File: src/hw/video_dual_port_ram.sv
// Registered read, no reset; a read of the address written in the same cycle returns old data.
`timescale 1ns/1ps

module video_dual_port_ram #(
	parameter type payload_t = logic [31:0],
	parameter int DEPTH = 64
) (
	input logic i_clock,
	input logic i_we,
	input logic [$clog2(DEPTH)-1:0] i_waddr,
	input payload_t i_wdata,
	input logic [$clog2(DEPTH)-1:0] i_raddr,
	output payload_t o_rdata
);

	payload_t mem [DEPTH];

	always_ff @(posedge i_clock) begin
		if (i_we) begin
			mem[i_waddr] <= i_wdata;
		end
		// Old contents win on a same-address collision.
		o_rdata <= mem[i_raddr];
	end

endmodule

File: config.mk
export PLATFORM = sky130hd
export DESIGN_NAME = video_dual_port_ram
export DESIGN_NICKNAME = d
export VERILOG_FILES = /design/src/hw/video_dual_port_ram.sv
export SDC_FILE = /design/constraint.sdc
export NUM_CORES = 2
export LEC_CHECK = 0
export ABC_AREA = 1
export BUFFER_PORTS_ARGS = -buffer_cell sky130_fd_sc_hd__buf_4
export CAP_MARGIN = 20
export CORE_MARGIN = 4
export CORE_UTILIZATION = 35
export CTS_CLUSTER_SIZE = 40
export DETAILED_ROUTE_END_ITERATION = 12
export PLACE_DENSITY_LB_ADDON = 0.1
export SYNTH_ARGS = -nofsm -noshare
export SYNTH_HDL_FRONTEND = slang
export SYNTH_SLANG_ARGS = --single-unit
File: constraint.sdc
create_clock -name i_clock -period 17.1 [get_ports i_clock]
set_clock_uncertainty 0.2 [all_clocks]
set_input_delay 5.13 -clock i_clock [delete_from_list [all_inputs] [get_ports i_clock]]
set_output_delay 5.13 -clock i_clock [all_outputs]
set_load 0.005 [all_outputs]
==> metrics <==
warning count from the yosys run 0; global-route wire length before repair 393,100 µm; area of the die 244,200 µm²; part of the cycle the worst path needs 0.5197; Max-slew headroom 0.2393; hold violation count in the final report 0; global routing usage summed across all routing layers 0.2257; CTS tree built; IR Drop Worst-Case VDD 0.07878 mV; CTS clk-pin slew, worst paths 60 ps; number of top-level pins 78; top cell type by total area after synthesis sky130_fd_sc_hd__edfxtp_1; worst setup slack before clock tree synthesis 7553 ps; Max Transition Viols Final 0; 1st-iter DRT viols 5,374; worst hold start mem[10][8]; crit start category input port; flip-flop and latch count after synthesis 2,080; number of nets in the final layout 6,788; commonest cells after routing, fill and taps aside sky130_fd_sc_hd__nand2_1 (2,248), sky130_fd_sc_hd__edfxtp_1 (2,048), sky130_fd_sc_hd__nand3_1 (1,907); Setup WS post-layout 8212 ps; arrival time worst endpoint 9480 ps; number of placed instances with taps included 9,663; synthesized instance count 6,769; Mapped Area 82,740 µm²; Detailed Routing Iterations Pass 1 6; routability congestion estimate from global placement 0.7669; maximum level of the CTS H-tree 4; Hold Path Stages 8; post-synthesis to final-layout area growth 13.32%; count of port buffers added during placement 77; total core area 235,200 µm²; startpoint-to-endpoint class of the critical path input port to flip-flop; DP HPWL 134,700 µm; clock net sink count 2,080; post-synth cell types 16; hold_buf cts 0; total routed wirelength 279,700 µm; post-detailed-route DRC marker count 0; number of max-capacitance violations reported 0; start point of the critical path i_raddr[0]; net count after synthesis 6,815; endpoint type of the worst setup path flip-flop; run status finished clean; DIE HEIGHT 494.2 µm; clock latency on the worst-skew pair 880 ps; Congestion Overflow GR 0; detailed-route via count 53.34k; cell depth of the worst flop-to-flop path 8; leading cell type in the layout, fill and taps excluded sky130_fd_sc_hd__nand2_1; shortest period the worst path allows 8888 ps; number of buffers inserted during clock tree synthesis 227; total power divided by cell area 118.3 nW/µm²; total of endpoints with negative setup slack in the final report 0; vias in the first global route 50.75k; sequential share of the synthesized area 0.7510; Avg Cell Area, Syn 12.22 µm²; post-CTS setup buffer count 0; Max Root-Sink Buffers 3; die width 494.2 µm; largest fanout of any net on the critical path 193; fmax 0.1125 GHz; slew at the pin closest to its max-slew limit 1141 ps; cell leakage power 32.42 nW; root buffer cell sky130_fd_sc_hd__clkbuf_16; setup repair after global routing missed its margin no; FP Rows 178; average routed wire per standard cell 27.68 µm; setup TNS 0 ps; startpoint of the worst register-to-register path mem[56][10]; initial antenna violation count 26; non-filler cells, final 10.11k; largest net degree at the start of global routing 200; Vias per Instance 5.277; portion of synthesized cell area occupied by the leading cell type 0.7433; count of nets left with antenna violations after detail routing 0; Worst Hold Class flip-flop to flip-flop; leading cell types by total area after synthesis sky130_fd_sc_hd__edfxtp_1 (74%), sky130_fd_sc_hd__nand3_1 (12%), sky130_fd_sc_hd__nand2_1 (10%), sky130_fd_sc_hd__buf_2 (1.7%), sky130_fd_sc_hd__dfxtp_1 (0.77%); critical path data required time 17,690 ps; initial core utilization 0.3518; cts repair resizes 0; fraction of layout cells with a size suffix above 1 0.08297
-- path summary, 6_finish.rpt --
check	end	slack [ps]
min	o_rdata[8]	600
max reg2reg	o_rdata[10]	14870
min reg2reg	o_rdata[8]	600
max	o_rdata[10]	8210
-- worst max-delay path: stages --
cell and delay, ps:
sky130_fd_sc_hd__buf_8 210, sky130_fd_sc_hd__inv_16 250, sky130_fd_sc_hd__buf_12 750, sky130_fd_sc_hd__buf_4 740, sky130_fd_sc_hd__nand2_1 110, sky130_fd_sc_hd__nand3_1 100
sky130_fd_sc_hd__nand3_1 90, sky130_fd_sc_hd__nand3_1 130, sky130_fd_sc_hd__nand3_1 430, sky130_fd_sc_hd__nand2_1 320, sky130_fd_sc_hd__nand2_1 330, sky130_fd_sc_hd__nand2_1 150
-- sequential cells by signal (all words and copies together) (netlist names) --
| name | flops |
|---|---|
| mem | 2048 |
| o_rdata | 32 |
-- metal layers --
metal	part of all wire	GRT usage	vias up	wire, µm
met5	0.00026	0	-	73
met4	0.038	0.08101	6	10640
met3	0.069	0.04330	377	19240
met2	0.45	0.3485	1698	126600
met1	0.44	0.3185	27119	123200
li1	-	-	24138	-
-- kinds of logic (layout without fill, tap and decap cells) --
group | after synthesis | count (layout) | share of synthesized area
DFF | 2080 | 2080 | 0.7510
other | 0 | 15 | 0
buffers and inverters | 461 | 634 | 0.02779
and+or+nand+nor | 4228 | 4228 | 0.2212
-- Yosys cell counts --
library cell / instances
sky130_fd_sc_hd__buf_8: 2
sky130_fd_sc_hd__edfxtp_1: 2048
sky130_fd_sc_hd__nand2_1: 2248
sky130_fd_sc_hd__inv_4: 1
sky130_fd_sc_hd__buf_6: 3
sky130_fd_sc_hd__buf_1: 40
sky130_fd_sc_hd__inv_1: 9
sky130_fd_sc_hd__clkbuf_1: 77
sky130_fd_sc_hd__inv_2: 2
sky130_fd_sc_hd__nand3_1: 1907
sky130_fd_sc_hd__buf_4: 45
sky130_fd_sc_hd__nor2_1: 56
sky130_fd_sc_hd__dfxtp_1: 32
sky130_fd_sc_hd__nor4_1: 8
sky130_fd_sc_hd__nand4_1: 9
sky130_fd_sc_hd__buf_2: 282
-- power by group --
| group | internal [W] | switching, W | leakage, nW |
|---|---|---|---|
| logic | 0.000150 | 0.000529 | 10.2 |
| registers | 0.00565 | 0.0000369 | 18.7 |
| clock network | 0.00270 | 0.00203 | 3.51 |
| total | 0.00850 | 0.00259 | 32.4 |
-- layout make-up --
class,instances,area (µm²)
Tap cell,3150,3941
Sequential cell,2080,62140
Timing Repair Buffer,193,1613
Multi-Input combinational cell,4228,18770
Fill cell,22354,141400
Antenna cell,15,37.54
Inverter,12,82.58
Clock buffer,306,6157
Clock inverter,123,1015
-- stage by stage --
step	total power (W)	cell area, µm²	util	hold slack [ps]
floorplan	0.006109	82740	-	521.4
global placement	0.006477	86550	0.3680	597.5
detailed placement	0.006475	86550	0.3680	583.1
CTS	0.01120	93720	0.3985	592.7
global route	0.01148	93730	0.3985	662.6
finish	0.01109	93750	0.3986	595.2
Note: power is estimated with default switching activity, not from simulation.
