## src/hw/video_macros.svh

```systemverilog
// Active area and register map; shrink the active size for short simulations, pitch <= 64 words.
`ifndef VIDEO_MACROS_SVH
`define VIDEO_MACROS_SVH

// ====================
// Screen geometry.
// ====================
`define VIDEO_ACTIVE_WIDTH 64
`define VIDEO_ACTIVE_HEIGHT 16

// Line buffer depth in 32-bit words.
`define VIDEO_MAX_PITCH_WORDS 64
`define VIDEO_PALETTE_SIZE 256

// ====================
// Control register byte offsets, palette window below 0x400.
// ====================
`define VIDEO_REG_READ_OFFSET 12'h400
`define VIDEO_REG_PITCH 12'h404
`define VIDEO_REG_SKIP_X 12'h408
`define VIDEO_REG_SKIP_Y 12'h40C
`define VIDEO_REG_USE_PALETTE 12'h410

`endif

```

## src/hw/video_pixel_pkg.sv

```systemverilog
// Pixel path types; line index width follows the line buffer depth in the macros header.
`include "video_macros.svh"

package video_pixel_pkg;

	localparam int LINE_INDEX_WIDTH = $clog2(`VIDEO_MAX_PITCH_WORDS);

	// Red in the upper byte.
	typedef logic [23:0] rgb_t;

	typedef logic [31:0] vram_word_t;

	typedef logic [7:0] pal_index_t;

	// Word slot inside the line buffer.
	typedef logic [LINE_INDEX_WIDTH-1:0] line_index_t;

	// Screen position, up to 2047.
	typedef logic [10:0] coord_t;

endpackage

```

## src/hw/video_pixel_out.sv

```systemverilog
// Two-cycle pixel pipeline, position in cycle t gives o_pixel after the edge ending t+2.
`timescale 1ns/1ps
`include "video_macros.svh"

module video_pixel_out (
	input logic i_clock,
	input logic i_rst_n,
	input video_pixel_pkg::coord_t i_pos_x,
	input video_pixel_pkg::coord_t i_pos_y,
	input video_pixel_pkg::coord_t i_skip_x,
	input video_pixel_pkg::coord_t i_skip_y,
	input logic i_use_palette,
	output video_pixel_pkg::line_index_t o_line_index,
	input video_pixel_pkg::vram_word_t i_line_word,
	output video_pixel_pkg::pal_index_t o_pal_index,
	input video_pixel_pkg::rgb_t i_pal_color,
	output video_pixel_pkg::rgb_t o_pixel
);

	video_pixel_pkg::coord_t u;
	logic in_window;
	logic [1:0] sel_q;
	logic valid_q;
	logic valid_q2;
	logic pal_mode_q;
	logic pal_mode_q2;
	video_pixel_pkg::vram_word_t word_q;

	// ====================
	// Stage 0, window and line index.
	// ====================
	assign u = i_pos_x - i_skip_x;

	assign in_window = (i_pos_x >= i_skip_x) &&
		(({1'b0, i_pos_x} + {1'b0, i_skip_x}) < 12'(`VIDEO_ACTIVE_WIDTH)) &&
		(i_pos_y >= i_skip_y) &&
		(({1'b0, i_pos_y} + {1'b0, i_skip_y}) < 12'(`VIDEO_ACTIVE_HEIGHT));

	// Four pixels per word in palette mode.
	assign o_line_index = i_use_palette ?
		video_pixel_pkg::line_index_t'(u >> 2) :
		video_pixel_pkg::line_index_t'(u);

	// ====================
	// Stage 1, byte select into the palette.
	// ====================
	always_comb begin
		case (sel_q)
			2'd0: o_pal_index = i_line_word[7:0];
			2'd1: o_pal_index = i_line_word[15:8];
			2'd2: o_pal_index = i_line_word[23:16];
			default: o_pal_index = i_line_word[31:24];
		endcase
	end

	// Payload follows the RAM outputs.
	always_ff @(posedge i_clock) begin
		sel_q <= u[1:0];
		word_q <= i_line_word;
	end

	always_ff @(posedge i_clock) begin
		if (!i_rst_n) begin
			valid_q <= 1'b0;
			valid_q2 <= 1'b0;
			pal_mode_q <= 1'b0;
			pal_mode_q2 <= 1'b0;
			o_pixel <= '0;
		end else begin
			valid_q <= in_window;
			valid_q2 <= valid_q;
			pal_mode_q <= i_use_palette;
			pal_mode_q2 <= pal_mode_q;
			// Stage 2, black outside the window.
			if (!valid_q2) begin
				o_pixel <= '0;
			end else if (pal_mode_q2) begin
				o_pixel <= i_pal_color;
			end else begin
				o_pixel <= word_q[23:0];
			end
		end
	end

endmodule

```

## config.mk

```make
export PLATFORM = sky130hd
export DESIGN_NAME = video_pixel_out
export DESIGN_NICKNAME = d
export VERILOG_FILES = /design/src/hw/video_pixel_pkg.sv /design/src/hw/video_pixel_out.sv
export VERILOG_INCLUDE_DIRS = /design/src /design/src/hw
export SDC_FILE = /design/constraint.sdc
export NUM_CORES = 1
export LEC_CHECK = 0
export BUFFER_PORTS_ARGS = -buffer_cell sky130_fd_sc_hd__buf_4
export CAP_MARGIN = 25
export CORE_MARGIN = 2
export CORE_UTILIZATION = 48
export CTS_BUF_LIST = sky130_fd_sc_hd__clkbuf_8 sky130_fd_sc_hd__clkbuf_16
export DETAILED_ROUTE_END_ITERATION = 10
export GPL_TIMING_DRIVEN = 0
export PLACE_DENSITY_LB_ADDON = 0.2
export SYNTH_ARGS = -nofsm -noshare
export SYNTH_HDL_FRONTEND = slang
export SYNTH_SLANG_ARGS = --single-unit
```

## constraint.sdc

```tcl
create_clock -name i_clock -period 4.45 [get_ports i_clock]
set_input_delay 1.335 -clock i_clock [delete_from_list [all_inputs] [get_ports i_clock]]
set_output_delay 1.335 -clock i_clock [all_outputs]
set_load 0.005 [all_outputs]
```

==> run_results.csv, run 1 <==
group,metric,value,unit
setup_path,required,3.12,ns
drt,first_pass_iters,4,
pwr,p_leak,2.24,nW
clock_tree,holdBufCountCts,0,
place,portBuffers,139,
place,place_congestion,0.925,
drt,viasPerCell,5.29,
synth,ys_seq_area_frac,0.329,
synth,synth_warnings,0,
setup_path,r2r_setup_slack,2.70,ns
hold_path,whs_path_depth,1,
pwr,ir_worst_vdd,0.131,mV
clock_tree,cts.path.max_buffers,2,
timing,rsz0062_at_grt,"true",
setup_path,timing.rr.end,"o_pixel[0]",
timing,tightest_slew,0.752,ns
finish,layout_common_cells,"buf_4, dfxtp_1, ha_1",
global_routing,grt_max_degree,18,
timing,hold_viol,0,
timing,fin_tns_setup,0,ns
synth,yosys_most_used_dff,"dfxtp_1",
setup_path,path_max_fanout,2,
timing,fin_crit,4.41,ns
timing,setup_violations,0,
synth,synth_seq_cells,54,
synth,synth_nets,496,
clock_tree,numCtsBuffers,5,
clock_tree,cts_tree,"built",
finish,final_common_cell,"buf_4",
timing,slew_headroom,0.499,
hold_path,hold_class,"reg2reg",
drt,ant_nets,0,
drt,avgRoutedWirePerCell,14.9,microns
setup_path,worstPathCellList,"buf_8 > ha_4 > fa_2 > nor2b_1 > o21ai_1 > a21boi_1 > o21a_1 > nor2_2 > xnor2_1 > mux2_4 > buf_6",
setup_path,critPathLaunch,"i_skip_x[0]",
floorplanning,top_level_ports,141,
pwr,power_density,264,nW/um^2
timing,hold_ws,0.433,ns
synth,synth_top_area_frac,0.329,
finish,final_nets,644,
run_status,status,"complete, no violations",
timing,max_freq,0.227,GHz
setup_path,critPathCapture,"o_line_index[4]",
setup_path,end_kind,"primary output",
setup_path,rr_startpoint,"pal_mode_q2",
clock_tree,cts-root-buf,"clkbuf_8",
finish,drive_above_1_share,0.356,
floorplanning,die_area,7520,sq um
floorplanning,die_x,86.7,microns
synth,synthArstFlopShare,0,
synth,avgSynthCellArea,9.43,sq um
clock_tree,cts_htree_levels,2,
flow_run,drv_cap,0,
finish,area_growth,40.4,%
timing,worst_slack,0.0426,ns
global_routing,grt.overflow.total,0,
drt,vias,3054,
global_routing,grt_pass1_vias,2904,
setup_path,critPathKind,"in2out",
floorplanning,row_count,30,
clock_tree,numClockSinks,54,
pwr,totalPowerFinal,1.22,mW
finish,num_antenna_cells,0,
synth,syn-instance-count,348,
finish,final_util,0.686,
drt,dr.first_iter.drc_count,111,
drt,drt_drc_violations_left,0,
setup_path,cpPeakStageDelay,0.36,ns
clock_tree,clkTransAtPathRegs,0.09,ns
clock_tree,clk_latency,0.31,ns
setup_path,crit_slowest_cell,"fa_2",
global_routing,track_usage,0.223,
place,hpwl,7000,microns
floorplanning,start_util,0.489,
synth,syn-cell-area,3280,sq um
global_routing,grt_pass1_wl,13100,microns
floorplanning,core-area,6720,sq um
timing,clock_skew,0.0112,ns
drt,wl,8580,microns
place,post-place-ws,-0.130,ns
synth,yosysUniqueCellTypes,55,
synth,synth_edf_count,0,
setup_path,rr_worst_depth,4,
setup_path,critical_path_arrival,3.07,ns
global_routing,antenna_found_initial,0,
timing,post-route-period-util,0.990,
synth,synth_top_area_cell,"dfxtp_1",
floorplanning,die_y,86.7,microns
setup_path,worstSetupStartpointType,"input pin",
synth,synth_area_leaders,"dfxtp_1, ha_1, mux2i_1, mux4_2, inv_1",
timing,maxSlewViolCount,0,
[synthesized netlist by cell type (all sizes together) (3+ instances only)]
master and number:
a211oi 5, a21o 3, a21oi 17, a31oi 4, and2 3, buf 5, clkbuf 9, dfxtp 54
ha 44, inv 40, mux2 3, mux2i 27, mux4 8, nand2 9, nand2b 3, nor2 38
nor2b 7, nor3 10, nor4 3, o21ai 18, o21bai 4, xnor2 4
[routing by layer]
layer | up-vias | track usage | routed length, microns
li1 | 1504 | - | -
met1 | 1436 | 0.262 | 3460
met2 | 104 | 0.409 | 4480
met3 | 10 | 0.0362 | 483
met4 | 0 | 0.0724 | 154
met5 | - | 0 | 0
[flip-flops by register name, indices dropped and copies added (netlist names)]
| register | cells |
|---|---|
| word_q | 24 |
| o_pixel | 24 |
| pal_mode_q | 1 |
| sel_q | 2 |
| pal_mode_q2 | 1 |
| valid_q | 1 |
| valid_q2 | 1 |
[kinds of logic (layout without fill, tap and decap cells)]
| family | count (synthesis) | in the layout | synth area share |
|---|---|---|---|
| and+or+nand+nor | 81 | 81 | 0.119 |
| xor gates and xnor gates | 5 | 5 | 0.0133 |
| AOI/OAI and AO/OA | 71 | 71 | 0.152 |
| buffers and inverters | 54 | 203 | 0.0652 |
| muxes | 38 | 38 | 0.147 |
| DFF | 54 | 54 | 0.329 |
| adders and majority gates | 45 | 45 | 0.174 |
[where the power goes]
part,leakage (nW),internal [mW],total (mW),switching (mW)
clock network,0.0618,0.185,0.342,0.157
registers,0.445,0.498,0.502,0.00386
logic,1.73,0.202,0.372,0.169
total,2.24,0.885,1.22,0.330
[timing repair]
| action | in CTS | in global routing |
|---|---|---|
| resized for setup | 3 | 12 |
| setup buffers | 0 | 2 |
| cloned | 0 | 0 |
| pin swaps | 1 | 8 |
| setup endpoints to repair | 2 | 2 |
[per-stage QoR]
stage,instances,cell area [sq um]
6_report,577,4610
5_1_grt,577,4610
4_1_cts,575,4560
3_5_place_dp,567,4430
3_3_place_gp,567,4430
2_1_floorplan,348,3280
[worst min-delay path by stage]
stage | slack [ns] | from | endpoint
2_1_floorplan | 0.41 | pal_mode_q | pal_mode_q2
3_3_place_gp | 0.42 | valid_q | valid_q2
3_5_place_dp | 0.42 | valid_q | valid_q2
4_1_cts | 0.43 | valid_q | valid_q2
5_1_grt | 0.47 | valid_q | valid_q2
6_report | 0.43 | valid_q | valid_q2
[cell type report]
class                      instances  area, sq um
fill                             573         2110
inverter                          40          153
clock buffer                       6         82.6
sequential                        54         1080
timing repair buffer             141         1080
clock inverter                     2         38.8
buffer                            14         63.8
multi-input combinational        240         2010
tap                               80          100
[critical path: cells and delay by family]
| family | cells | cell delay (ns) |
|---|---|---|
| buf+inv | 2 | 0.21 |
| compound gates | 3 | 0.45 |
| mux | 1 | 0.26 |
| fa+ha+maj | 2 | 0.52 |
| simple gates | 2 | 0.17 |
| xor+xnor | 1 | 0.12 |
No activity file was read; power rests on OpenSTA's default activity.
==> inputs of run 2 (changes only) <==
GPL_TIMING_DRIVEN = default   (was 0)
==> run_results.csv, run 2 (synthesis gave the netlist of run 1 again) <==
group,metric,value,unit
timing,rsz0062_at_grt,"true",
timing,setup_violations,0,
drt,vias,2984,
timing,post-route-period-util,0.997,
clock_tree,clk_latency,0.30,ns
drt,ant_nets,0,
flow_run,drv_cap,0,
floorplanning,die_y,86.7,microns
finish,final_nets,638,
drt,wl,8230,microns
timing,worst_slack,0.0141,ns
setup_path,path_max_fanout,2,
floorplanning,core-area,6720,sq um
global_routing,globalRouteMet2Util,0.387,
clock_tree,cts.path.max_buffers,2,
setup_path,critPathLaunch,"i_skip_x[0]",
pwr,ir_worst_vdd,0.144,mV
drt,dr.first_iter.drc_count,89,
pwr,power_density,263,nW/um^2
setup_path,critPathCapture,"o_line_index[4]",
clock_tree,numCtsBuffers,5,
global_routing,grt_max_degree,25,
setup_path,r2r_setup_slack,3.25,ns
timing,max_freq,0.225,GHz
finish,reg_top3,"o_pixel (24), word_q (24), sel_q (2)",
timing,slew_headroom,0.423,
floorplanning,die_x,86.7,microns
place,place_congestion,0.901,
place,hpwl,6780,microns
finish,drive_above_1_share,0.365,
clock_tree,numClockSinks,54,
pwr,p_leak,2.24,nW
clock_tree,clkTransAtPathRegs,0.08,ns
hold_path,worstHoldStart,"pal_mode_q",
floorplanning,start_util,0.489,
global_routing,gr-usage-met3,0.0314,
clock_tree,cts_tree,"built",
finish,area_growth,39.6,%
finish,final_util,0.682,
drt,viasPerCell,5.23,
timing,clock_skew,0.0133,ns
place,post-place-ws,-0.115,ns
timing,maxSlewViolCount,0,
timing,fin_crit,4.44,ns
pwr,totalPowerFinal,1.21,mW
global_routing,met1_usage,0.259,
setup_path,critical_path_arrival,3.10,ns
clock_tree,cts_htree_levels,2,
hold_path,hold_class,"reg2reg",
floorplanning,row_count,30,
timing,tightest_slew,0.864,ns
finish,final_common_cell,"buf_4",
global_routing,grt_pass1_vias,2786,
setup_path,rr_worst_depth,2,
global_routing,grt_pass1_wl,12800,microns
setup_path,end_kind,"primary output",
drt,avgRoutedWirePerCell,14.4,microns
place,portBuffers,140,
run_status,status,"complete, no violations",
finish,layout_common_cells,"buf_4, dfxtp_1, ha_1",
finish,num_antenna_cells,0,
floorplanning,top_level_ports,141,
floorplanning,die_area,7520,sq um
setup_path,rr_startpoint,"valid_q2",
global_routing,antenna_found_initial,0,
timing,hold_viol,0,
global_routing,track_usage,0.213,
drt,first_pass_iters,4,
setup_path,required,3.12,ns
clock_tree,cts-root-buf,"clkbuf_8",
setup_path,critPathKind,"in2out",
drt,drt_drc_violations_left,0,
setup_path,worstSetupStartpointType,"input pin",
setup_path,timing.rr.end,"o_pixel[0]",
global_routing,grt.overflow.total,0,
global_routing,gr-max-usage-layer,"met2",
-- run 2: cell count changes in the layout (fill, tap and decap cells not counted), sizes merged --
| cell | change |
|---|---|
| clkbuf | -9 |
| buf | +3 |
-- run 2: area by class of cell --
type / instances / area, sq um
fill: 554 / 2140
clock buffer: 6 / 82.6
tap: 80 / 100
inverter: 40 / 150
sequential: 54 / 1080
timing repair buffer: 149 / 1120
clock inverter: 2 / 38.8
multi-input combinational: 240 / 2010
-- run 2: worst min path at each step --
stage | endpoint | cells after the start
after floorplan | pal_mode_q2 | 1
after global placement | pal_mode_q2 | 1
after detailed placement | valid_q2 | 1
after CTS | pal_mode_q2 | 1
after global routing | valid_q2 | 1
final | pal_mode_q2 | 1
-- run 2: power by group --
| group | total (mW) | internal, mW | leakage [nW] | switching [mW] |
|---|---|---|---|---|
| registers | 0.511 | 0.498 | 0.445 | 0.0137 |
| clock network | 0.335 | 0.185 | 0.0618 | 0.150 |
| logic | 0.360 | 0.204 | 1.73 | 0.157 |
| total | 1.21 | 0.886 | 2.24 | 0.321 |
-- run 2: timing repair --
item | 4_1_cts | 5_1_grt
hold buffers | 0 | 0
setup endpoints to repair | 1 | 2
pin swaps | 1 | 5
gates resized for setup | 2 | 6
buffers inserted | 0 | 2
cloned | 0 | 0
-- run 2: per-layer routing --
metal | vias up | share of wire
met5 | - | 0
met4 | 0 | 0.014
met3 | 10 | 0.063
met2 | 105 | 0.51
met1 | 1372 | 0.41
li1 | 1497 | -
-- run 2: through the flow --
step           std cells  hold WS [ns]  cell area, sq um  setup TNS, ns
2_1_floorplan        348         0.412              3280              0
3_3_place_gp         561         0.415              4420        -0.0662
3_5_place_dp         561         0.423              4420         -0.115
4_1_cts              569         0.445              4550              0
5_1_grt              571         0.449              4580        -0.0396
6_report             571         0.438              4580              0
-- run 2: critical path: stages --
cell      delay, ns
buf_4          0.12
ha_4           0.16
fa_2           0.36
nor2b_1        0.12
o21ai_1        0.10
a21boi_1       0.20
o21a_1         0.15
nor2_1         0.04
xnor2_1        0.12
mux2_4         0.25
buf_4          0.13
