### config.mk
export PLATFORM = sky130hd
export DESIGN_NAME = video_line_fetch
export DESIGN_NICKNAME = d
export VERILOG_FILES = /design/src/hw/video_pixel_pkg.sv /design/src/hw/video_line_fetch.sv
export VERILOG_INCLUDE_DIRS = /design/src /design/src/hw
export SDC_FILE = /design/constraint.sdc
export NUM_CORES = 1
export LEC_CHECK = 0
export BUFFER_PORTS_ARGS = -buffer_cell sky130_fd_sc_hd__buf_2
export CAP_MARGIN = 0
export CORE_MARGIN = 2
export CORE_UTILIZATION = 40
export DETAILED_ROUTE_END_ITERATION = 8
export SLEW_MARGIN = 20
export SYNTH_ARGS = -nofsm -noshare
export SYNTH_HDL_FRONTEND = slang
export SYNTH_SLANG_ARGS = --single-unit
### constraint.sdc
create_clock -name i_clock -period 4.1 [get_ports i_clock]
set_input_delay 1.025 -clock i_clock [delete_from_list [all_inputs] [get_ports i_clock]]
set_output_delay 1.025 -clock i_clock [all_outputs]
set_load 0.005 [all_outputs]
### src/hw/video_macros.svh
// Active area and register map; shrink the active size for short simulations, pitch <= 64 words.
`ifndef VIDEO_MACROS_SVH
`define VIDEO_MACROS_SVH

// ====================
// Screen geometry.
// ====================
`define VIDEO_ACTIVE_WIDTH 64
`define VIDEO_ACTIVE_HEIGHT 16

// Line buffer depth in 32-bit words.
`define VIDEO_MAX_PITCH_WORDS 64
`define VIDEO_PALETTE_SIZE 256

// ====================
// Control register byte offsets, palette window below 0x400.
// ====================
`define VIDEO_REG_READ_OFFSET 12'h400
`define VIDEO_REG_PITCH 12'h404
`define VIDEO_REG_SKIP_X 12'h408
`define VIDEO_REG_SKIP_Y 12'h40C
`define VIDEO_REG_USE_PALETTE 12'h410

`endif

### src/hw/video_pixel_pkg.sv
// Pixel path types; line index width follows the line buffer depth in the macros header.
`include "video_macros.svh"

package video_pixel_pkg;

	localparam int LINE_INDEX_WIDTH = $clog2(`VIDEO_MAX_PITCH_WORDS);

	// Red in the upper byte.
	typedef logic [23:0] rgb_t;

	typedef logic [31:0] vram_word_t;

	typedef logic [7:0] pal_index_t;

	// Word slot inside the line buffer.
	typedef logic [LINE_INDEX_WIDTH-1:0] line_index_t;

	// Screen position, up to 2047.
	typedef logic [10:0] coord_t;

endpackage

### src/hw/video_line_fetch.sv
// Fetches one row per hblank; an hblank edge during a running fetch starts no new fetch.
`timescale 1ns/1ps
`include "video_macros.svh"

module video_line_fetch (
	input logic i_clock,
	input logic i_rst_n,
	input logic i_hblank,
	input logic i_vblank,
	input video_pixel_pkg::vram_word_t i_read_offset,
	input logic [$bits(video_pixel_pkg::line_index_t):0] i_pitch,
	input video_pixel_pkg::coord_t i_skip_y,
	output logic o_vram_request,
	output video_pixel_pkg::vram_word_t o_vram_address,
	input video_pixel_pkg::vram_word_t i_vram_rdata,
	input logic i_vram_ready,
	output logic o_line_we,
	output video_pixel_pkg::line_index_t o_line_index,
	output video_pixel_pkg::vram_word_t o_line_word
);

	localparam int PITCH_W = $bits(video_pixel_pkg::line_index_t) + 1;

	logic [1:0] hs;
	logic [1:0] vs;
	video_pixel_pkg::coord_t row;
	video_pixel_pkg::vram_word_t row_base;
	logic [PITCH_W-1:0] word_cnt;
	logic row_active;

	// Row lies inside the vertical window.
	assign row_active = (row >= i_skip_y) &&
		(({1'b0, row} + {1'b0, i_skip_y}) < 12'(`VIDEO_ACTIVE_HEIGHT));

	always_ff @(posedge i_clock) begin
		if (!i_rst_n) begin
			hs <= 2'b00;
			vs <= 2'b00;
			row <= '0;
			row_base <= '0;
			word_cnt <= '0;
			o_vram_request <= 1'b0;
			o_line_we <= 1'b0;
		end else begin
			hs <= {hs[0], i_hblank};
			vs <= {vs[0], i_vblank};
			o_line_we <= 1'b0;

			// Start of frame.
			if (vs == 2'b01) begin
				row <= '0;
				row_base <= '0;
			end else if (hs == 2'b01 && vs == 2'b00) begin
				if (row_active) begin
					row_base <= row_base + 32'({i_pitch, 2'b00});
					if (!o_vram_request && i_pitch != '0) begin
						o_vram_request <= 1'b1;
						o_vram_address <= i_read_offset + row_base;
						word_cnt <= '0;
					end
				end
				row <= row + 1'b1;
			end

			// One line buffer word per accepted beat.
			if (o_vram_request && i_vram_ready) begin
				o_line_we <= 1'b1;
				o_line_index <= word_cnt[PITCH_W-2:0];
				o_line_word <= i_vram_rdata;
				if ((word_cnt + 1'b1) < i_pitch) begin
					o_vram_address <= o_vram_address + 32'd4;
					word_cnt <= word_cnt + 1'b1;
				end else begin
					o_vram_request <= 1'b0;
				end
			end
		end
	end

endmodule

==> results.yml, run 1 <==
placed_design:
  placedCellCount: 1270
  pre_cts_slack_ns: 0.1022
  dp_hpwl_mm: 15.38
  portBuffers: 158
  gp_congestion: 0.8443
timing:
  slew-limit-headroom_pct: 45.01
  fmax_mhz: 274.9
  hold_viol: 0
  worstMarginPinSlew_ns: 0.8249
  clock_skew_ns: 0.01046
  final-max-slew-violation-count: 0
  post-route-period-util_pct: 88.71
  tns_ns: 0
  setup_viol: 0
  finalCriticalPeriod_ns: 3.637
  worst_slack_ns: 0.4629
  rsz0062_at_grt: "no"
global_routing:
  grt_util_all_layers_pct: 19.59
  grt_first_pass_wirelength_mm: 31.88
  grt_pass1_vias: 6238
  grt_overflow: 0
  grt_max_degree: 42
  grt_antenna_before_repair: 2
critical_path:
  start_kind: "input port"
  max_stage_delay_ns: 0.46
  cp-end-kind: "register"
  path_cells: "buf_2 -> inv_1 -> ha_1 -> nor2b_1 -> a211o_1 -> a21oi_2 -> o21ai_1 -> mux2_4 -> nor4_4 -> buf_4 -> nand2_1 -> or3_1 -> a21oi_1"
  worst_path_max_delay_cell: "nor4_4"
  worstPathRequired_ns: 4.44
  crit_type: "in2reg"
  cp.arrival_ns: 3.98
  critPathMaxFanout: 19
detailed_routing:
  drt-pass1-iter-count: 5
  met2_length_mm: 9.119
  wl_per_cell_um: 15.39
  highest_layer: "met4"
  drc: 0
  wl_met3_mm: 1.089
  drt_wl_total_mm: 20.07
  ant_nets: 0
  num_vias: 6761
  drt-initial-drc-count: 368
  via_per_inst: 5.185
  met1_length_mm: 9.614
cts:
  cts.path.max_buffers: 2
  root_buffer: "clkbuf_16"
  postCtsSetupBuffers: 0
  numCtsBuffers: 17
  h-tree-depth: 4
  cts_hold_buf: 0
  cts_tree: "done"
  clk_latency_ns: 0.43
  clock-sinks: 124
  path_clk_slew_ns: 0.07
  cts.repair.resized: 0
synth:
  synth_edf_count: 70
  ys.flop_type: "edfxtp_1"
  synth_compound_area_share_pct: 17.06
  ys.warnings.count: 0
  ys_seq_elements: 124
  synth.area.mux_share_pct: 1.203
  seq_area_frac_synth_pct: 40.26
  syn-cell-area_um2: 7906
  synth-xor-area-share_pct: 7.311
  syn_inst: 852
  synth_cell_type_count: 67
  synth-async-reset-ratio_pct: 0
  synthAdderAreaFrac_pct: 11.11
  synth-simple-area-share_pct: 19.92
  mappedNetlistNets: 1008
  syn_area_per_cell_um2: 9.280
  synth_top_family_by_area: "simple AND/OR/NAND/NOR gates"
power:
  power_density_nw_per_um2: 326.2
  peakVddDrop_v: 0.0002949
  p_leak_nw: 4.123
layout:
  area_growth_pct: 23.03
  fin_cells: 1304
  mostFrequentLayoutCells: "buf_2, nor2_1, a21oi_1"
  final_common_cell: "buf_2"
  final_layout_size_suffix_gt1_share_pct: 21.70
  utilization_pct: 50.14
  final_net_count: 1180
floorplan:
  dieHeight_um: 144.6
  io_pins: 159
  start_util_pct: 40.76
  die_w_um: 144.6
  fp-row-count: 51
  coreArea_um2: 19400
  die_area_um2: 20910
job:
  cap_violations: 0
status:
  outcome: "finished, final reports clean"
hold_path:
  min_path_type: "reg2reg"
==> metrics by stage <==
stage / total power [mW] / hold slack, ns / area, um2
2_1_floorplan: 1.498 / 0.4311 / 7906
3_3_place_gp: 1.610 / 0.4446 / 9099
3_5_place_dp: 1.611 / 0.4558 / 9099
4_1_cts: 3.209 / 0.4768 / 9722
5_1_grt: 3.285 / 0.5073 / 9724
6_report: 3.173 / 0.4693 / 9727
==> state kept, by name, summed over array words and instances, names as in the netlist <==
signal and flops:
hs 2, o_vram_request 1, row_base 30, word_cnt 7, vs 2, o_vram_address 32, row 11, o_line_we 1
o_line_word 32, o_line_index 6
==> synth_stat cells (all sizes together), types with 8 or more instances <==
| cell type | n | area, um2 |
|---|---|---|
| nand4 | 15 | 93.84 |
| a21o | 14 | 105.1 |
| xor2 | 40 | 350.3 |
| ha | 67 | 838.3 |
| o21ai | 45 | 225.2 |
| and3 | 16 | 100.1 |
| buf | 9 | 60.05 |
| nor2b | 16 | 100.1 |
| nand2 | 68 | 255.2 |
| nor3 | 19 | 95.09 |
| nand3 | 30 | 150.1 |
| inv | 33 | 123.9 |
| mux2i | 8 | 80.08 |
| clkbuf | 17 | 63.81 |
| xnor2 | 26 | 227.7 |
| o21a | 8 | 60.06 |
| a21oi | 73 | 369.1 |
| nor2 | 90 | 337.8 |
| and2 | 12 | 75.07 |
| edfxtp | 70 | 2102 |
| a211oi | 17 | 132.6 |
| dfxtp | 54 | 1081 |
| a31oi | 8 | 50.05 |
==> report_power, final <==
part           switching [mW]  leakage (nW)  total [mW]  internal [mW]
clock network           0.655         0.305        1.59          0.935
logic                   0.122          2.72       0.225          0.103
registers              0.0238          1.10        1.36           1.33
total                   0.801          4.12        3.17           2.37
==> final timing paths <==
check	from	to	slack (ns)	cells after the start
setup / recovery	i_skip_y[2]	row_base[31]$_SDFFE_PP0P_	0.46	13
hold / removal	hs[0]$_SDFF_PN0_	hs[1]$_SDFF_PN0_	0.47	1
setup reg to reg	word_cnt[0]$_SDFF_PN0_	o_vram_address[18]$_DFFE_PP_	0.50	12
hold reg to reg	hs[0]$_SDFF_PN0_	hs[1]$_SDFF_PN0_	0.47	1
==> critical path: cells and delay by family <==
kind	cells	cell delay, ns
buf+inv	3	0.43
simple gates	4	1.10
mux	1	0.32
compound gates	4	0.78
fa+ha+maj	1	0.32
==> layout make-up <==
cell class,instances,area (um2)
diodes,2,5.005
clock buffers,17,425.4
clock inverters,15,197.7
fillers,1914,9672
inverters,33,123.9
multi-input cells,669,4487
flip-flops and latches,124,3183
well taps,265,331.6
repair buffers,179,973.4
==> cells by family after synthesis <==
family | after synthesis
AOI/OAI and AO/OA | 215
xor gates and xnor gates | 66
muxes | 9
buffers and inverters | 59
DFF | 124
and+or+nand+nor | 310
adders and majority gates | 69
==> layer usage <==
metal  vias to the layer above  GRT usage (%)
li1                       3480              -
met1                      3105          27.06
met2                       160          30.96
met3                        16          3.841
met4                         0          6.183
met5                         -              0
No activity file was read; power rests on OpenSTA's default activity.
==> inputs of run 2 (changes only) <==
- CORE_UTILIZATION: 40 -> 30
==> run 2 against run 1 <==
Non-clock buffer count grew 1. Register-to-register slack better by 0.17 ns. Worst setup slack better by 0.066 ns. Via count rose by 1.4%. Count of clock-buffer cells in the layout rose by 1. Clock skew fell by 0.0020 ns. Critical endpoint unchanged.
==> results.yml, run 2 (synthesized netlist as in run 1, its figures left out) <==
placed_design:
  portBuffers: 158
  gp_congestion: 0.8510
  pre_cts_slack_ns: 0.08367
  dp_hpwl_mm: 16.38
cts:
  cts.repair.resized: 0
  postCtsSetupBuffers: 0
  clk_latency_ns: 0.42
  cts_tree: "done"
  cts_hold_buf: 0
  cts.path.max_buffers: 2
  clock-sinks: 124
  h-tree-depth: 4
  root_buffer: "clkbuf_16"
  path_clk_slew_ns: 0.06
  numCtsBuffers: 17
hold_path:
  min_path_type: "reg2reg"
critical_path:
  cp.arrival_ns: 3.92
  reg2reg_depth: 12
  crit_end: "row_base[31]$_SDFFE_PP0P_"
  critPathLaunch: "i_skip_y[2]"
  start_kind: "input port"
  critPathMaxFanout: 26
  r2r_start: "word_cnt[0]$_SDFF_PN0_"
  cp-end-kind: "register"
  r2r_slack_ns: 0.67
  crit_type: "in2reg"
  worstPathRequired_ns: 4.45
  r2r_end: "o_vram_address[21]$_DFFE_PP_"
timing:
  fmax_mhz: 280.1
  fin_hold_ws_ns: 0.4626
  finalCriticalPeriod_ns: 3.571
  final-max-slew-violation-count: 0
  post-route-period-util_pct: 87.09
  tns_ns: 0
  worstMarginPinSlew_ns: 0.8627
  rsz0062_at_grt: "no"
  worst_slack_ns: 0.5294
  clock_skew_ns: 0.008499
  hold_viol: 0
  slew-limit-headroom_pct: 42.48
  setup_viol: 0
detailed_routing:
  wl_per_cell_um: 15.39
  drt_wl_total_mm: 21.21
  drc: 0
  drt-initial-drc-count: 508
  drt-pass1-iter-count: 5
  num_vias: 6858
  via_per_inst: 4.977
  ant_nets: 0
power:
  power_density_nw_per_um2: 312.0
  peakVddDrop_v: 0.0002703
  p_leak_nw: 4.102
  finalPower_mw: 3.052
global_routing:
  grt_overflow: 0
  grt_first_pass_wirelength_mm: 33.47
  grt_util_all_layers_pct: 15.09
  grt_pass1_vias: 6354
  grt_antenna_before_repair: 4
  grt_max_degree: 42
floorplan:
  io_pins: 159
  fp-row-count: 59
  die_w_um: 166.3
  dieHeight_um: 166.3
  die_area_um2: 27670
  start_util_pct: 30.43
  coreArea_um2: 25980
layout:
  area_growth_pct: 23.75
  final_layout_size_suffix_gt1_share_pct: 21.68
  final_net_count: 1181
  mostFrequentLayoutCells: "buf_2, nor2_1, a21oi_1"
  top_regs: "o_line_word: 32 flops, o_vram_address: 32 flops, row_base: 30 flops"
  fill_cells: 2617
  final_common_cell: "buf_2"
job:
  cap_violations: 0
status:
  outcome: "finished, final reports clean"
[run 2: cell types whose count changed in the layout (fill, tap and decap cells not counted), moves of 2 or more]
cell      before  now
inv_8          7    1
clkinv_4       1    4
diode_2        2    5
clkinv_2       0    2
[run 2: final cells by class]
| class | instances | area, um2 | area share [%] |
|---|---|---|---|
| inverters | 33 | 123.9 | 1.266 |
| clock inverters | 14 | 136.4 | 1.394 |
| repair buffers | 180 | 993.5 | 10.15 |
| diodes | 5 | 12.51 | 0.1279 |
| multi-input cells | 669 | 4487 | 45.86 |
| clock buffers | 18 | 429.2 | 4.386 |
| flip-flops and latches | 124 | 3183 | 32.53 |
| well taps | 335 | 419.2 | 4.284 |
[run 2: per-stage QoR]
step	area, um2	util [%]	std cells
after detailed placement	9206	35.43	1341
after global placement	9206	35.43	1341
after global routing	9782	37.64	1377
after floorplan	7906	-	852
final	9784	37.65	1378
after CTS	9772	37.61	1373
[run 2: worst max-delay path, stage by stage]
cell and delay, ns:
buf_2 0.09, inv_1 0.04, ha_1 0.30, nor2b_1 0.15
a211o_1 0.34, a21oi_2 0.19, o21ai_1 0.09, mux2_4 0.32
nor4_4 0.42, buf_4 0.35, nand2_1 0.10, or3_1 0.35
a21oi_1 0.14
[run 2: per-layer routing]
metal / global-route usage, % / wire [um]
met1: 20.48 / 10040
met4: 5.510 / 342
met5: 0 / 0
met3: 3.003 / 1137
met2: 23.89 / 9689
[run 2: how the worst min path moves through the flow]
stage,cells after the start,endpoint,slack [ns],from
6_report,1,hs[1]$_SDFF_PN0_,0.46,hs[0]$_SDFF_PN0_
5_1_grt,1,hs[1]$_SDFF_PN0_,0.48,hs[0]$_SDFF_PN0_
4_1_cts,1,hs[1]$_SDFF_PN0_,0.47,hs[0]$_SDFF_PN0_
3_5_place_dp,1,hs[1]$_SDFF_PN0_,0.47,hs[0]$_SDFF_PN0_
3_3_place_gp,1,hs[1]$_SDFF_PN0_,0.45,hs[0]$_SDFF_PN0_
2_1_floorplan,1,hs[1]$_SDFF_PN0_,0.43,hs[0]$_SDFF_PN0_
[run 2: report_power, final]
part           total (mW)  internal, mW  switching, mW
Sequential           1.36          1.34         0.0241
Clock                1.46         0.846          0.617
Combinational       0.229         0.103          0.126
Total                3.05          2.28          0.767
==> inputs of run 3 (changes only) <==
- CORE_UTILIZATION: 30 -> 56
- PLACE_DENSITY: default -> 0.81
==> run 3 against run 2 <==
Clock power is essentially flat. Clock skew grew 0.00094 ns. Final area shrank 2.6%. Routed wire length shrank 4.5%. Sequential share of layout area grew 0.85 points. Worst hold slack gained 0.020 ns. Combinational power shrank 2%. Critical endpoint is now o_vram_address[24]$_DFFE_PP_. Non-clock buffer count shrank 5. Die area shrank 45%. Total power shrank 0.92%.
==> results.yml, run 3 (synthesized netlist as in run 1, its figures left out) <==
global_routing:
  grt_util_all_layers_pct: 27.52
  grt_antenna_before_repair: 0
  grt_first_pass_wirelength_mm: 32.18
  grt_overflow: 0
  grt_pass1_vias: 6583
  grt_max_degree: 39
critical_path:
  r2r_slack_ns: 0.58
  critPathMaxFanout: 4
  crit_end: "o_vram_address[24]$_DFFE_PP_"
  critPathLaunch: "i_read_offset[2]"
  start_kind: "input port"
  worstPathRequired_ns: 4.27
  r2r_end: "o_vram_address[21]$_DFFE_PP_"
  reg2reg_depth: 12
  cp.arrival_ns: 3.78
  r2r_start: "word_cnt[0]$_SDFF_PN0_"
  crit_type: "in2reg"
  cp-end-kind: "register"
job:
  cap_violations: 0
timing:
  fmax_mhz: 277.0
  clock_skew_ns: 0.009443
  rsz0062_at_grt: "no"
  worstMarginPinSlew_ns: 0.8027
  hold_viol: 0
  tns_ns: 0
  setup_viol: 0
  post-route-period-util_pct: 88.05
  final-max-slew-violation-count: 0
  finalCriticalPeriod_ns: 3.610
  slew-limit-headroom_pct: 46.08
power:
  finalPower_mw: 3.024
  peakVddDrop_v: 0.0003035
  p_leak_nw: 4.074
  power_density_nw_per_um2: 317.2
layout:
  area_growth_pct: 20.59
  antenna_cells: 0
  utilization_pct: 68.95
  final_layout_size_suffix_gt1_share_pct: 21.10
  top_regs: "o_line_word: 32 flops, o_vram_address: 32 flops, row_base: 30 flops"
  final_net_count: 1176
  stdcell_area_um2: 9534
  mostFrequentLayoutCells: "buf_2, nor2_1, a21oi_1"
  fin_cells: 1213
  final_common_cell: "buf_2"
floorplan:
  die_area_um2: 15080
  coreArea_um2: 13830
  start_util_pct: 57.18
  dieHeight_um: 122.8
  fp-row-count: 43
  die_w_um: 122.8
  io_pins: 159
detailed_routing:
  drt-pass1-iter-count: 5
  ant_nets: 0
  wl_per_cell_um: 16.69
  drt-initial-drc-count: 733
  drt_wl_total_mm: 20.25
  via_per_inst: 5.862
  num_vias: 7110
  drc: 0
cts:
  cts.repair.resized: 0
  numCtsBuffers: 17
  root_buffer: "clkbuf_16"
  postCtsSetupBuffers: 0
  h-tree-depth: 4
  clk_latency_ns: 0.43
  clock-sinks: 124
  cts_hold_buf: 0
  path_clk_slew_ns: 0.06
  cts.path.max_buffers: 2
  cts_tree: "done"
placed_design:
  placedCellCount: 1181
  place_area_um2: 8974
  dp_hpwl_mm: 15.07
  portBuffers: 158
  gp_congestion: 0.8891
hold_path:
  min_path_type: "reg2reg"
status:
  outcome: "finished, final reports clean"
run 3: where the power goes:
part	internal, mW	total [mW]	switching [mW]
Sequential	1.34	1.36	0.0245
Combinational	0.102	0.225	0.123
Clock	0.843	1.44	0.596
Total	2.28	3.02	0.744
run 3: area by class of cell:
cell class                      instances  area, um2
Clock buffer                           18      429.2
Clock inverter                         14      131.4
Fill cell                            1051       4293
Inverter                               33      123.9
Multi-Input combinational cell        669       4486
Sequential cell                       124       3183
Tap cell                              180      225.2
Timing Repair Buffer                  175      955.9
run 3: critical path, cell delays in order:
cell and delay [ns]:
buf_2 0.10, ha_1 0.22, fa_1 0.41, a21oi_1 0.23, o221ai_1 0.16, a31oi_1 0.31, o211a_1 0.25, o21bai_1 0.11
a41o_1 0.27, o41ai_1 0.36, xor2_1 0.25, a211oi_2 0.09
run 3: layer usage:
layer / vias up / GRT usage (%) / routed length (um)
met5: - / 0 / 0
met4: 0 / 10.42 / 507
met3: 44 / 4.740 / 1365
met2: 304 / 44.92 / 9597
met1: 3297 / 36.54 / 8778
li1: 3465 / - / -
run 3: per-stage QoR:
step           hold slack, ns  setup WS (ns)
3_5_place_dp           0.4665         0.1119
3_3_place_gp           0.4561         0.1900
5_1_grt                0.5087         0.2258
2_1_floorplan          0.4311         0.4464
6_report               0.4830         0.4897
4_1_cts                0.4894         0.5183
run 3: worst min path at each step:
stage | from | end | slack [ns] | depth (start not counted)
after floorplan | hs[0]$_SDFF_PN0_ | hs[1]$_SDFF_PN0_ | 0.43 | 1
after global placement | hs[0]$_SDFF_PN0_ | hs[1]$_SDFF_PN0_ | 0.46 | 1
after detailed placement | hs[0]$_SDFF_PN0_ | hs[1]$_SDFF_PN0_ | 0.47 | 1
after CTS | hs[0]$_SDFF_PN0_ | hs[1]$_SDFF_PN0_ | 0.49 | 1
after global routing | hs[0]$_SDFF_PN0_ | hs[1]$_SDFF_PN0_ | 0.51 | 1
final | hs[0]$_SDFF_PN0_ | hs[1]$_SDFF_PN0_ | 0.48 | 1
